$ cat config.mk
export PLATFORM = sky130hd
export DESIGN_NAME = rob_top
export DESIGN_NICKNAME = d
export VERILOG_FILES = /design/src/source/rob_pkg.sv /design/src/source/rename_stage.sv /design/src/source/rob_entry.sv /design/src/source/rob.sv /design/src/source/arch_regfile.sv /design/src/source/rob_top.sv
export VERILOG_INCLUDE_DIRS = /design/src /design/src/include
export SDC_FILE = /design/constraint.sdc
export NUM_CORES = 2
export LEC_CHECK = 0
export BUFFER_PORTS_ARGS = -buffer_cell sky130_fd_sc_hd__buf_4
export CORE_MARGIN = 4
export CORE_UTILIZATION = 25
export DETAILED_ROUTE_END_ITERATION = 6
export PLACE_DENSITY = 0.43
export SLEW_MARGIN = 20
export SYNTH_ARGS = -nofsm -noshare
export SYNTH_HDL_FRONTEND = slang
export SYNTH_HIERARCHICAL = 1
export SYNTH_SLANG_ARGS = --single-unit
$ cat constraint.sdc
create_clock -name clock -period 4.01 [get_ports clock]
set_clock_uncertainty 0.2 [all_clocks]
set_input_delay 0.2005 -clock clock [delete_from_list [all_inputs] [get_ports clock]]
set_output_delay 0.2005 -clock clock [all_outputs]
set_load 0.01 [all_outputs]
$ cat src/include/rob_params.svh
`ifndef ROB_PARAMS_SVH
`define ROB_PARAMS_SVH

// reorder buffer depth, power of two
`define ROB_LEN 8

// datapath width
`define XLEN 32

// architectural registers
`define REG_LEN 32

`endif

$ cat src/source/rob_pkg.sv
`include "rob_params.svh"

package rob_pkg;

    typedef logic [$clog2(`ROB_LEN)-1:0] rob_tag_t;
    typedef logic [$clog2(`ROB_LEN):0]   rob_cnt_t;   // one extra bit so full fits
    typedef logic [$clog2(`REG_LEN)-1:0] reg_idx_t;
    typedef logic [`XLEN-1:0]            data_t;

    // alu and load write a destination, store and branch do not
    typedef enum logic [1:0] {
        op_alu,
        op_load,
        op_store,
        op_branch
    } opcode_t;

    typedef struct packed {
        logic     valid;
        opcode_t  opcode;
        reg_idx_t dest_reg_idx;
        reg_idx_t rs1_idx;
        reg_idx_t rs2_idx;
    } id_packet_t;

    typedef struct packed {
        logic     valid;
        rob_tag_t tag;
        data_t    value;
    } cdb_packet_t;

    // value is zero while pending
    typedef struct packed {
        logic     pending;
        rob_tag_t tag;
        data_t    value;
    } operand_t;

    typedef struct packed {
        logic     valid;
        rob_tag_t tag;
        operand_t rs1;
        operand_t rs2;
    } rs_packet_t;

    typedef struct packed {
        logic     busy;
        logic     ready;
        logic     writes_reg;
        reg_idx_t dest_reg_idx;
        data_t    value;
    } rob_entry_t;

    typedef struct packed {
        logic     valid;
        logic     writes_reg;
        rob_tag_t tag;
        reg_idx_t dest_reg_idx;
        data_t    value;
    } retire_packet_t;

endpackage

$ cat src/source/rename_stage.sv
`include "rob_params.svh"

module rename_stage (
    input  logic                    clock,
    input  logic                    reset,
    input  rob_pkg::id_packet_t     id_in,
    input  logic                    full,
    input  rob_pkg::rob_tag_t       alloc_tag,
    input  logic                    rob_ready1,
    input  logic                    rob_ready2,
    input  rob_pkg::data_t          rob_value1,
    input  rob_pkg::data_t          rob_value2,
    input  rob_pkg::data_t          rf_data1,
    input  rob_pkg::data_t          rf_data2,
    input  rob_pkg::retire_packet_t retire,
    output logic                    alloc,
    output logic                    alloc_writes_reg,
    output rob_pkg::reg_idx_t       alloc_dest,
    output rob_pkg::rob_tag_t       lookup_tag1,
    output rob_pkg::rob_tag_t       lookup_tag2,
    output rob_pkg::reg_idx_t       rf_idx1,
    output rob_pkg::reg_idx_t       rf_idx2,
    output rob_pkg::rs_packet_t     rs_out
);
    import rob_pkg::*;

    logic     map_valid [`REG_LEN];
    rob_tag_t map_tag   [`REG_LEN];   // producer of the newest value

    logic dest_writes;

    assign dest_writes = (id_in.opcode == op_alu || id_in.opcode == op_load)
                         && (id_in.dest_reg_idx != '0);

    assign alloc            = id_in.valid && !full;
    assign alloc_writes_reg = dest_writes;
    assign alloc_dest       = id_in.dest_reg_idx;

    assign lookup_tag1 = map_tag[id_in.rs1_idx];
    assign lookup_tag2 = map_tag[id_in.rs2_idx];
    assign rf_idx1     = id_in.rs1_idx;
    assign rf_idx2     = id_in.rs2_idx;

    // three way operand select, no cdb bypass
    always_comb begin
        rs_out.valid = alloc;
        rs_out.tag   = alloc_tag;

        rs_out.rs1 = '{pending: 1'b0, tag: '0, value: rf_data1};
        if (map_valid[id_in.rs1_idx]) begin
            if (rob_ready1)
                rs_out.rs1.value = rob_value1;
            else
                rs_out.rs1 = '{pending: 1'b1, tag: lookup_tag1, value: '0};
        end

        rs_out.rs2 = '{pending: 1'b0, tag: '0, value: rf_data2};
        if (map_valid[id_in.rs2_idx]) begin
            if (rob_ready2)
                rs_out.rs2.value = rob_value2;
            else
                rs_out.rs2 = '{pending: 1'b1, tag: lookup_tag2, value: '0};
        end
    end

    always_ff @(posedge clock) begin
        if (reset) begin
            for (int i = 0; i < `REG_LEN; i++)
                map_valid[i] <= 1'b0;
        end else begin
            // retire clears only if no younger writer took the register
            if (retire.valid && retire.writes_reg
                && map_tag[retire.dest_reg_idx] == retire.tag)
                map_valid[retire.dest_reg_idx] <= 1'b0;
            if (alloc && dest_writes)
                map_valid[id_in.dest_reg_idx] <= 1'b1;   // later write, dispatch wins
        end
    end

    always_ff @(posedge clock) begin
        if (alloc && dest_writes)
            map_tag[id_in.dest_reg_idx] <= alloc_tag;
    end

endmodule

$ cat src/source/rob_entry.sv
module rob_entry (
    input  logic                clock,
    input  logic                reset,
    input  logic                alloc,
    input  logic                complete,
    input  logic                clear,
    input  logic                writes_reg_in,
    input  rob_pkg::reg_idx_t   dest_reg_idx_in,
    input  rob_pkg::data_t      cdb_value,
    output rob_pkg::rob_entry_t entry
);
    import rob_pkg::*;

    logic     busy;
    logic     ready;    // result has come back on the cdb
    logic     writes_reg;
    reg_idx_t dest_reg_idx;
    data_t    value;

    // alloc beats complete beats clear
    always_ff @(posedge clock) begin
        if (reset) begin
            busy  <= 1'b0;
            ready <= 1'b0;
        end else if (alloc) begin
            busy  <= 1'b1;
            ready <= 1'b0;
        end else if (complete) begin
            ready <= 1'b1;
        end else if (clear) begin
            busy  <= 1'b0;
            ready <= 1'b0;
        end
    end

    always_ff @(posedge clock) begin
        if (alloc) begin
            writes_reg   <= writes_reg_in;
            dest_reg_idx <= dest_reg_idx_in;
            value        <= '0;
        end else if (complete) begin
            value <= cdb_value;
        end
    end

    assign entry = '{busy: busy, ready: ready, writes_reg: writes_reg,
                     dest_reg_idx: dest_reg_idx, value: value};

endmodule

$ cat src/source/rob.sv
`include "rob_params.svh"

module rob (
    input  logic                    clock,
    input  logic                    reset,
    input  logic                    alloc,
    input  logic                    alloc_writes_reg,
    input  rob_pkg::reg_idx_t       alloc_dest,
    input  rob_pkg::cdb_packet_t    cdb_in,
    input  rob_pkg::rob_tag_t       lookup_tag1,
    input  rob_pkg::rob_tag_t       lookup_tag2,
    output rob_pkg::rob_tag_t       alloc_tag,
    output logic                    full,
    output logic                    lookup_ready1,
    output logic                    lookup_ready2,
    output rob_pkg::data_t          lookup_value1,
    output rob_pkg::data_t          lookup_value2,
    output rob_pkg::retire_packet_t retire_out
);
    import rob_pkg::*;

    rob_tag_t head;   // oldest in flight
    rob_tag_t tail;   // next free slot
    rob_cnt_t count;

    logic [`ROB_LEN-1:0] alloc_vec;
    logic [`ROB_LEN-1:0] complete_vec;
    logic [`ROB_LEN-1:0] clear_vec;
    rob_entry_t          slots [`ROB_LEN];

    logic retire;

    assign alloc_tag = tail;
    assign full      = (count == rob_cnt_t'(`ROB_LEN));

    // head retires once its result is in
    assign retire = slots[head].busy && slots[head].ready;

    // one-hot strobes into the slot array
    always_comb begin
        alloc_vec    = '0;
        complete_vec = '0;
        clear_vec    = '0;
        if (alloc)
            alloc_vec[tail] = 1'b1;
        if (cdb_in.valid)
            complete_vec[cdb_in.tag] = 1'b1;
        if (retire)
            clear_vec[head] = 1'b1;
    end

    always_ff @(posedge clock) begin
        if (reset) begin
            head  <= '0;
            tail  <= '0;
            count <= '0;
        end else begin
            if (alloc)
                tail <= tail + 1'b1;   // wraps, depth is a power of two
            if (retire)
                head <= head + 1'b1;
            case ({alloc, retire})
                2'b10:   count <= count + 1'b1;
                2'b01:   count <= count - 1'b1;
                default: count <= count;
            endcase
        end
    end

    for (genvar i = 0; i < `ROB_LEN; i++) begin : g_slot
        rob_entry u_entry (
            .clock           (clock),
            .reset           (reset),
            .alloc           (alloc_vec[i]),
            .complete        (complete_vec[i]),
            .clear           (clear_vec[i]),
            .writes_reg_in   (alloc_writes_reg),
            .dest_reg_idx_in (alloc_dest),
            .cdb_value       (cdb_in.value),
            .entry           (slots[i])
        );
    end

    // operand read ports for rename
    assign lookup_ready1 = slots[lookup_tag1].ready;
    assign lookup_ready2 = slots[lookup_tag2].ready;
    assign lookup_value1 = slots[lookup_tag1].value;
    assign lookup_value2 = slots[lookup_tag2].value;

    always_comb begin
        retire_out.valid        = retire;
        retire_out.writes_reg   = slots[head].writes_reg;
        retire_out.tag          = head;
        retire_out.dest_reg_idx = slots[head].dest_reg_idx;
        retire_out.value        = slots[head].value;
    end

endmodule

$ cat src/source/arch_regfile.sv
`include "rob_params.svh"

module arch_regfile (
    input  logic                    clock,
    input  logic                    reset,
    input  rob_pkg::retire_packet_t retire,
    input  rob_pkg::reg_idx_t       rd_idx1,
    input  rob_pkg::reg_idx_t       rd_idx2,
    output rob_pkg::data_t          rd_data1,
    output rob_pkg::data_t          rd_data2
);
    import rob_pkg::*;

    data_t regs [`REG_LEN];

    logic wr_en;

    // x0 never written
    assign wr_en = retire.valid && retire.writes_reg && (retire.dest_reg_idx != '0);

    always_ff @(posedge clock) begin
        if (reset) begin
            for (int i = 0; i < `REG_LEN; i++)
                regs[i] <= '0;
        end else if (wr_en) begin
            regs[retire.dest_reg_idx] <= retire.value;
        end
    end

    // no write-through, rename handles it via the map table
    assign rd_data1 = (rd_idx1 == '0) ? '0 : regs[rd_idx1];
    assign rd_data2 = (rd_idx2 == '0) ? '0 : regs[rd_idx2];

endmodule

$ cat src/source/rob_top.sv
module rob_top (
    input  logic                    clock,
    input  logic                    reset,
    input  rob_pkg::id_packet_t     id_in,
    input  rob_pkg::cdb_packet_t    cdb_in,
    output logic                    stall,
    output rob_pkg::rs_packet_t     rs_out,
    output rob_pkg::retire_packet_t retire_out
);
    import rob_pkg::*;

    logic     alloc;
    logic     alloc_writes_reg;
    reg_idx_t alloc_dest;
    rob_tag_t alloc_tag;
    logic     full;
    rob_tag_t lookup_tag1;
    rob_tag_t lookup_tag2;
    logic     rob_ready1;
    logic     rob_ready2;
    data_t    rob_value1;
    data_t    rob_value2;
    reg_idx_t rf_idx1;
    reg_idx_t rf_idx2;
    data_t    rf_data1;
    data_t    rf_data2;

    assign stall = full;

    rename_stage u_rename (
        .clock            (clock),
        .reset            (reset),
        .id_in            (id_in),
        .full             (full),
        .alloc_tag        (alloc_tag),
        .rob_ready1       (rob_ready1),
        .rob_ready2       (rob_ready2),
        .rob_value1       (rob_value1),
        .rob_value2       (rob_value2),
        .rf_data1         (rf_data1),
        .rf_data2         (rf_data2),
        .retire           (retire_out),
        .alloc            (alloc),
        .alloc_writes_reg (alloc_writes_reg),
        .alloc_dest       (alloc_dest),
        .lookup_tag1      (lookup_tag1),
        .lookup_tag2      (lookup_tag2),
        .rf_idx1          (rf_idx1),
        .rf_idx2          (rf_idx2),
        .rs_out           (rs_out)
    );

    rob u_rob (
        .clock            (clock),
        .reset            (reset),
        .alloc            (alloc),
        .alloc_writes_reg (alloc_writes_reg),
        .alloc_dest       (alloc_dest),
        .cdb_in           (cdb_in),
        .lookup_tag1      (lookup_tag1),
        .lookup_tag2      (lookup_tag2),
        .alloc_tag        (alloc_tag),
        .full             (full),
        .lookup_ready1    (rob_ready1),
        .lookup_ready2    (rob_ready2),
        .lookup_value1    (rob_value1),
        .lookup_value2    (rob_value2),
        .retire_out       (retire_out)
    );

    arch_regfile u_regfile (
        .clock    (clock),
        .reset    (reset),
        .retire   (retire_out),
        .rd_idx1  (rf_idx1),
        .rd_idx2  (rf_idx2),
        .rd_data1 (rf_data1),
        .rd_data2 (rf_data2)
    );

endmodule

==> results by group <==
Die
  • Starting Density: 25.1%
  • Die width: 578 um
  • Row count: 209
  • Die height: 578 um
  • Core box area: 324000 um2
  • Ports: 175
  • DIE AREA: 334000 um2

Yosys
  • EDFF count, synth: 1168
  • Synth cell types: 67
  • Ys async rst share: 0%
  • Sequential cell area fraction in the yosys report: 50.9%
  • Largest area contributor in the netlist: edfxtp_1
  • Post-synth top area share: 43.1%
  • Top_reg_cell synth: edfxtp_1
  • Avg Inst Size Synth: 14.0 um2
  • Mapped Area: 81300 um2
  • Ys Warns: 6
  • Synth Instances: 5799
  • Synth top area cells: edfxtp_1 (43%), mux4_2 (21%), dfxtp_1 (7.7%)
  • Register bit total from synthesis: 1482

Placed design
  • Post-DP Area: 90900 um2
  • Placed Instances: 10210
  • Port bufs: 173
  • Final HPWL DP: 227000 um
  • GP Congestion: 0.837

Run status
  • Violated checks: setup timing
  • Status: finished, violations left

GRT
  • Layer with the highest usage: met2
  • Number of global-route vias before repair: 56233
  • Pin count of the biggest net entering global routing: 77
  • Met3 usage: 2.93%
  • Global-route wire length before repair: 471000 um
  • M1 GR Usage: 26.2%
  • Final global-route overflow total: 0
  • Initial antenna violation count: 48
  • Overall Global Routing Usage: 20.0%
  • Met2 Use GR: 33.7%

Worst hold path
  • Hold Crit Start: cdb_in[23]
  • Hold depth: 4
  • HP Class: input port to flip-flop
  • Hold Path Sink: u_rob/g_slot[1].u_entry/value[23]

Finish
  • Most common cell after layout, fill and taps aside: edfxtp_1
  • Area growth syn-to-layout: 22.1%
  • Final non-filler cell total: 10648
  • Largest Register: u_regfile/regs
  • Fill cells: 32057
  • Layout Utilization: 30.6%
  • Post-route cell area: 99300 um2
  • Commonest non-fill, non-tap cells in the layout: edfxtp_1 (1168), and2_1 (994), mux4_2 (762)
  • Max reg flops: 1024
  • Top Registers: u_regfile/regs: 1024 flops, u_rob/g_slot.u_entry/value: 256 flops, u_rename/map_tag: 96 flops
  • Layout cells sized above 1: 32.7%
  • Final nets: 6229

STA
  • Max-slew violation count: 0
  • Worst Max-Slew Pin Slew: 1160 ps
  • Setup tns final: -44150 ps
  • F_max: 212 MHz
  • Tmin final: 4720 ps
  • Final setup violating endpoints: 72
  • RSZ-0062 raised after global routing: true
  • Setup ws final: -709 ps
  • Hold Fails Final Rpt: 0
  • Fin crit share: 118%
  • Worst relative slew slack: 22.2%

Pwr
  • VDD IR max: 324 uV
  • Lkg Pwr: 35.6 nW
  • Total power divided by cell area: 422 nW/um2

Setup path
  • R2r setup slk: 170 ps
  • CP Launch Type: flip-flop
  • Arrival time of the worst setup path: 4320 ps
  • Crit. End Element: primary output
  • Worst Path Class, Setup: flip-flop to primary output
  • Worst-path fanout max: 9
  • Worst R2R Start: u_rob/head[0]
  • Worst r2r path cells: 12
  • R2R Path End: u_rename/map_valid[0]
  • Worst EP required: 3610 ps

Detailed routing
  • DR pass1 iterations: 5
  • Overall routed net length: 345000 um
  • Number of remaining DRC errors: 0
  • Drt wl/cell: 32.4 um
  • Routed vias/inst: 5.19
  • Vias: 55254
  • Iter 0 DRT Violations: 6029
  • Post-DRT Antenna Nets: 0

Clock tree
  • CTS tree: done
  • Worst-path clk slew: 60 ps
  • Max Root-Sink Buffers: 4
  • Total CTS buffers: 179
  • Clk sinks: 1482
  • Clk root buf: clkbuf_16
  • Clk Latency, worst-skew pair: 870 ps
  • H-tree Lvls: 4

Job
  • Max Cap Viol: 0
## synth_stat cells (63+ instances only)
| cell type | count |
|---|---|
| mux4_2 | 762 |
| o22ai_1 | 105 |
| edfxtp_1 | 1168 |
| nor2_1 | 400 |
| and2_1 | 995 |
| mux2_2 | 100 |
| nand2_1 | 276 |
| dfxtp_1 | 314 |
| buf_4 | 88 |
| o21ai_0 | 70 |
| mux2i_1 | 460 |
| nor3_1 | 63 |
| buf_2 | 125 |
| clkbuf_1 | 319 |
## power breakdown
| group | total (mW) | switching, mW | leakage [nW] | internal, mW |
|---|---|---|---|---|
| Combinational | 7.00 | 3.68 | 18.2 | 3.32 |
| Clock | 16.7 | 6.80 | 2.85 | 9.91 |
| Sequential | 18.2 | 0.755 | 14.5 | 17.5 |
## logic make-up (layout without fill, tap and decap cells)
group	Yosys count	after routing	share of synthesized area, %
flip-flops	1482	1482	50.9
other	2	52	0.00923
adder cells (fa/ha/maj)	5	5	0.0769
AND/OR/NAND/NOR	1906	1907	12.6
AO/OA/AOI/OAI	447	447	3.87
buffers and inverters	628	1100	4.31
multiplexers	1325	1326	28.2
XOR/XNOR	4	4	0.0431
## worst max path at each step
| stage | depth (start not counted) | slack, ps | start | to |
|---|---|---|---|---|
| 2_1_floorplan | 13 | -40 | id_in[0] | rs_out[32] |
| 3_5_place_dp | 11 | -470 | id_in[0] | rs_out[7] |
| 4_1_cts | 9 | -780 | u_rename/map_tag[15][0] | rs_out[69] |
| 5_1_grt | 10 | -790 | u_rename/map_tag[15][0] | rs_out[59] |
| 6_report | 9 | -710 | u_rename/map_tag[0][0] | rs_out[52] |
| 3_3_place_gp | 11 | -460 | id_in[0] | rs_out[7] |
## cell type report
type | instances | area [um2] | share of cell area [%]
Antenna cell | 17 | 42.5 | 0.0428
Inverter | 8 | 32.5 | 0.0328
Clock buffer | 238 | 4900 | 4.94
Timing Repair Buffer | 773 | 8540 | 8.61
Multi-Input combinational cell | 3724 | 38000 | 38.3
Tap cell | 4325 | 5410 | 5.45
Clock inverter | 81 | 941 | 0.948
Sequential cell | 1482 | 41400 | 41.7
## per-layer routing
metal | part of all wire, % | up-vias
met1 | 41 | 29324
met5 | 0.014 | -
met3 | 6.8 | 560
met4 | 4.0 | 8
met2 | 48 | 2482
li1 | - | 22880
## through the flow
step           total power, mW  setup slack [ps]  hold slack (ps)
2_1_floorplan             22.1             -38.4             73.3
3_3_place_gp              24.9              -456              287
3_5_place_dp              24.9              -468              295
4_1_cts                   42.1              -777            0.778
5_1_grt                   43.3              -794             56.8
6_report                  41.9              -709             65.8
## critical path, stage by stage (launching register included)
cell,delay [ps]
edfxtp_1,420
mux4_2,480
mux4_2,530
mux2_8,440
bufbuf_16,320
mux4_2,410
mux2_2,290
nand2_2,170
o21ai_0,150
buf_4,190
## what timing repair did
item,4_1_cts,5_1_grt
endpoints found under the hold margin,478,0
hold buffers,62,0
setup endpoints to repair,93,104
pin swaps,4,32
gates cloned,6,4
buffers inserted,16,31
resized for setup,228,143
Power figures use the tool's default switching activity.
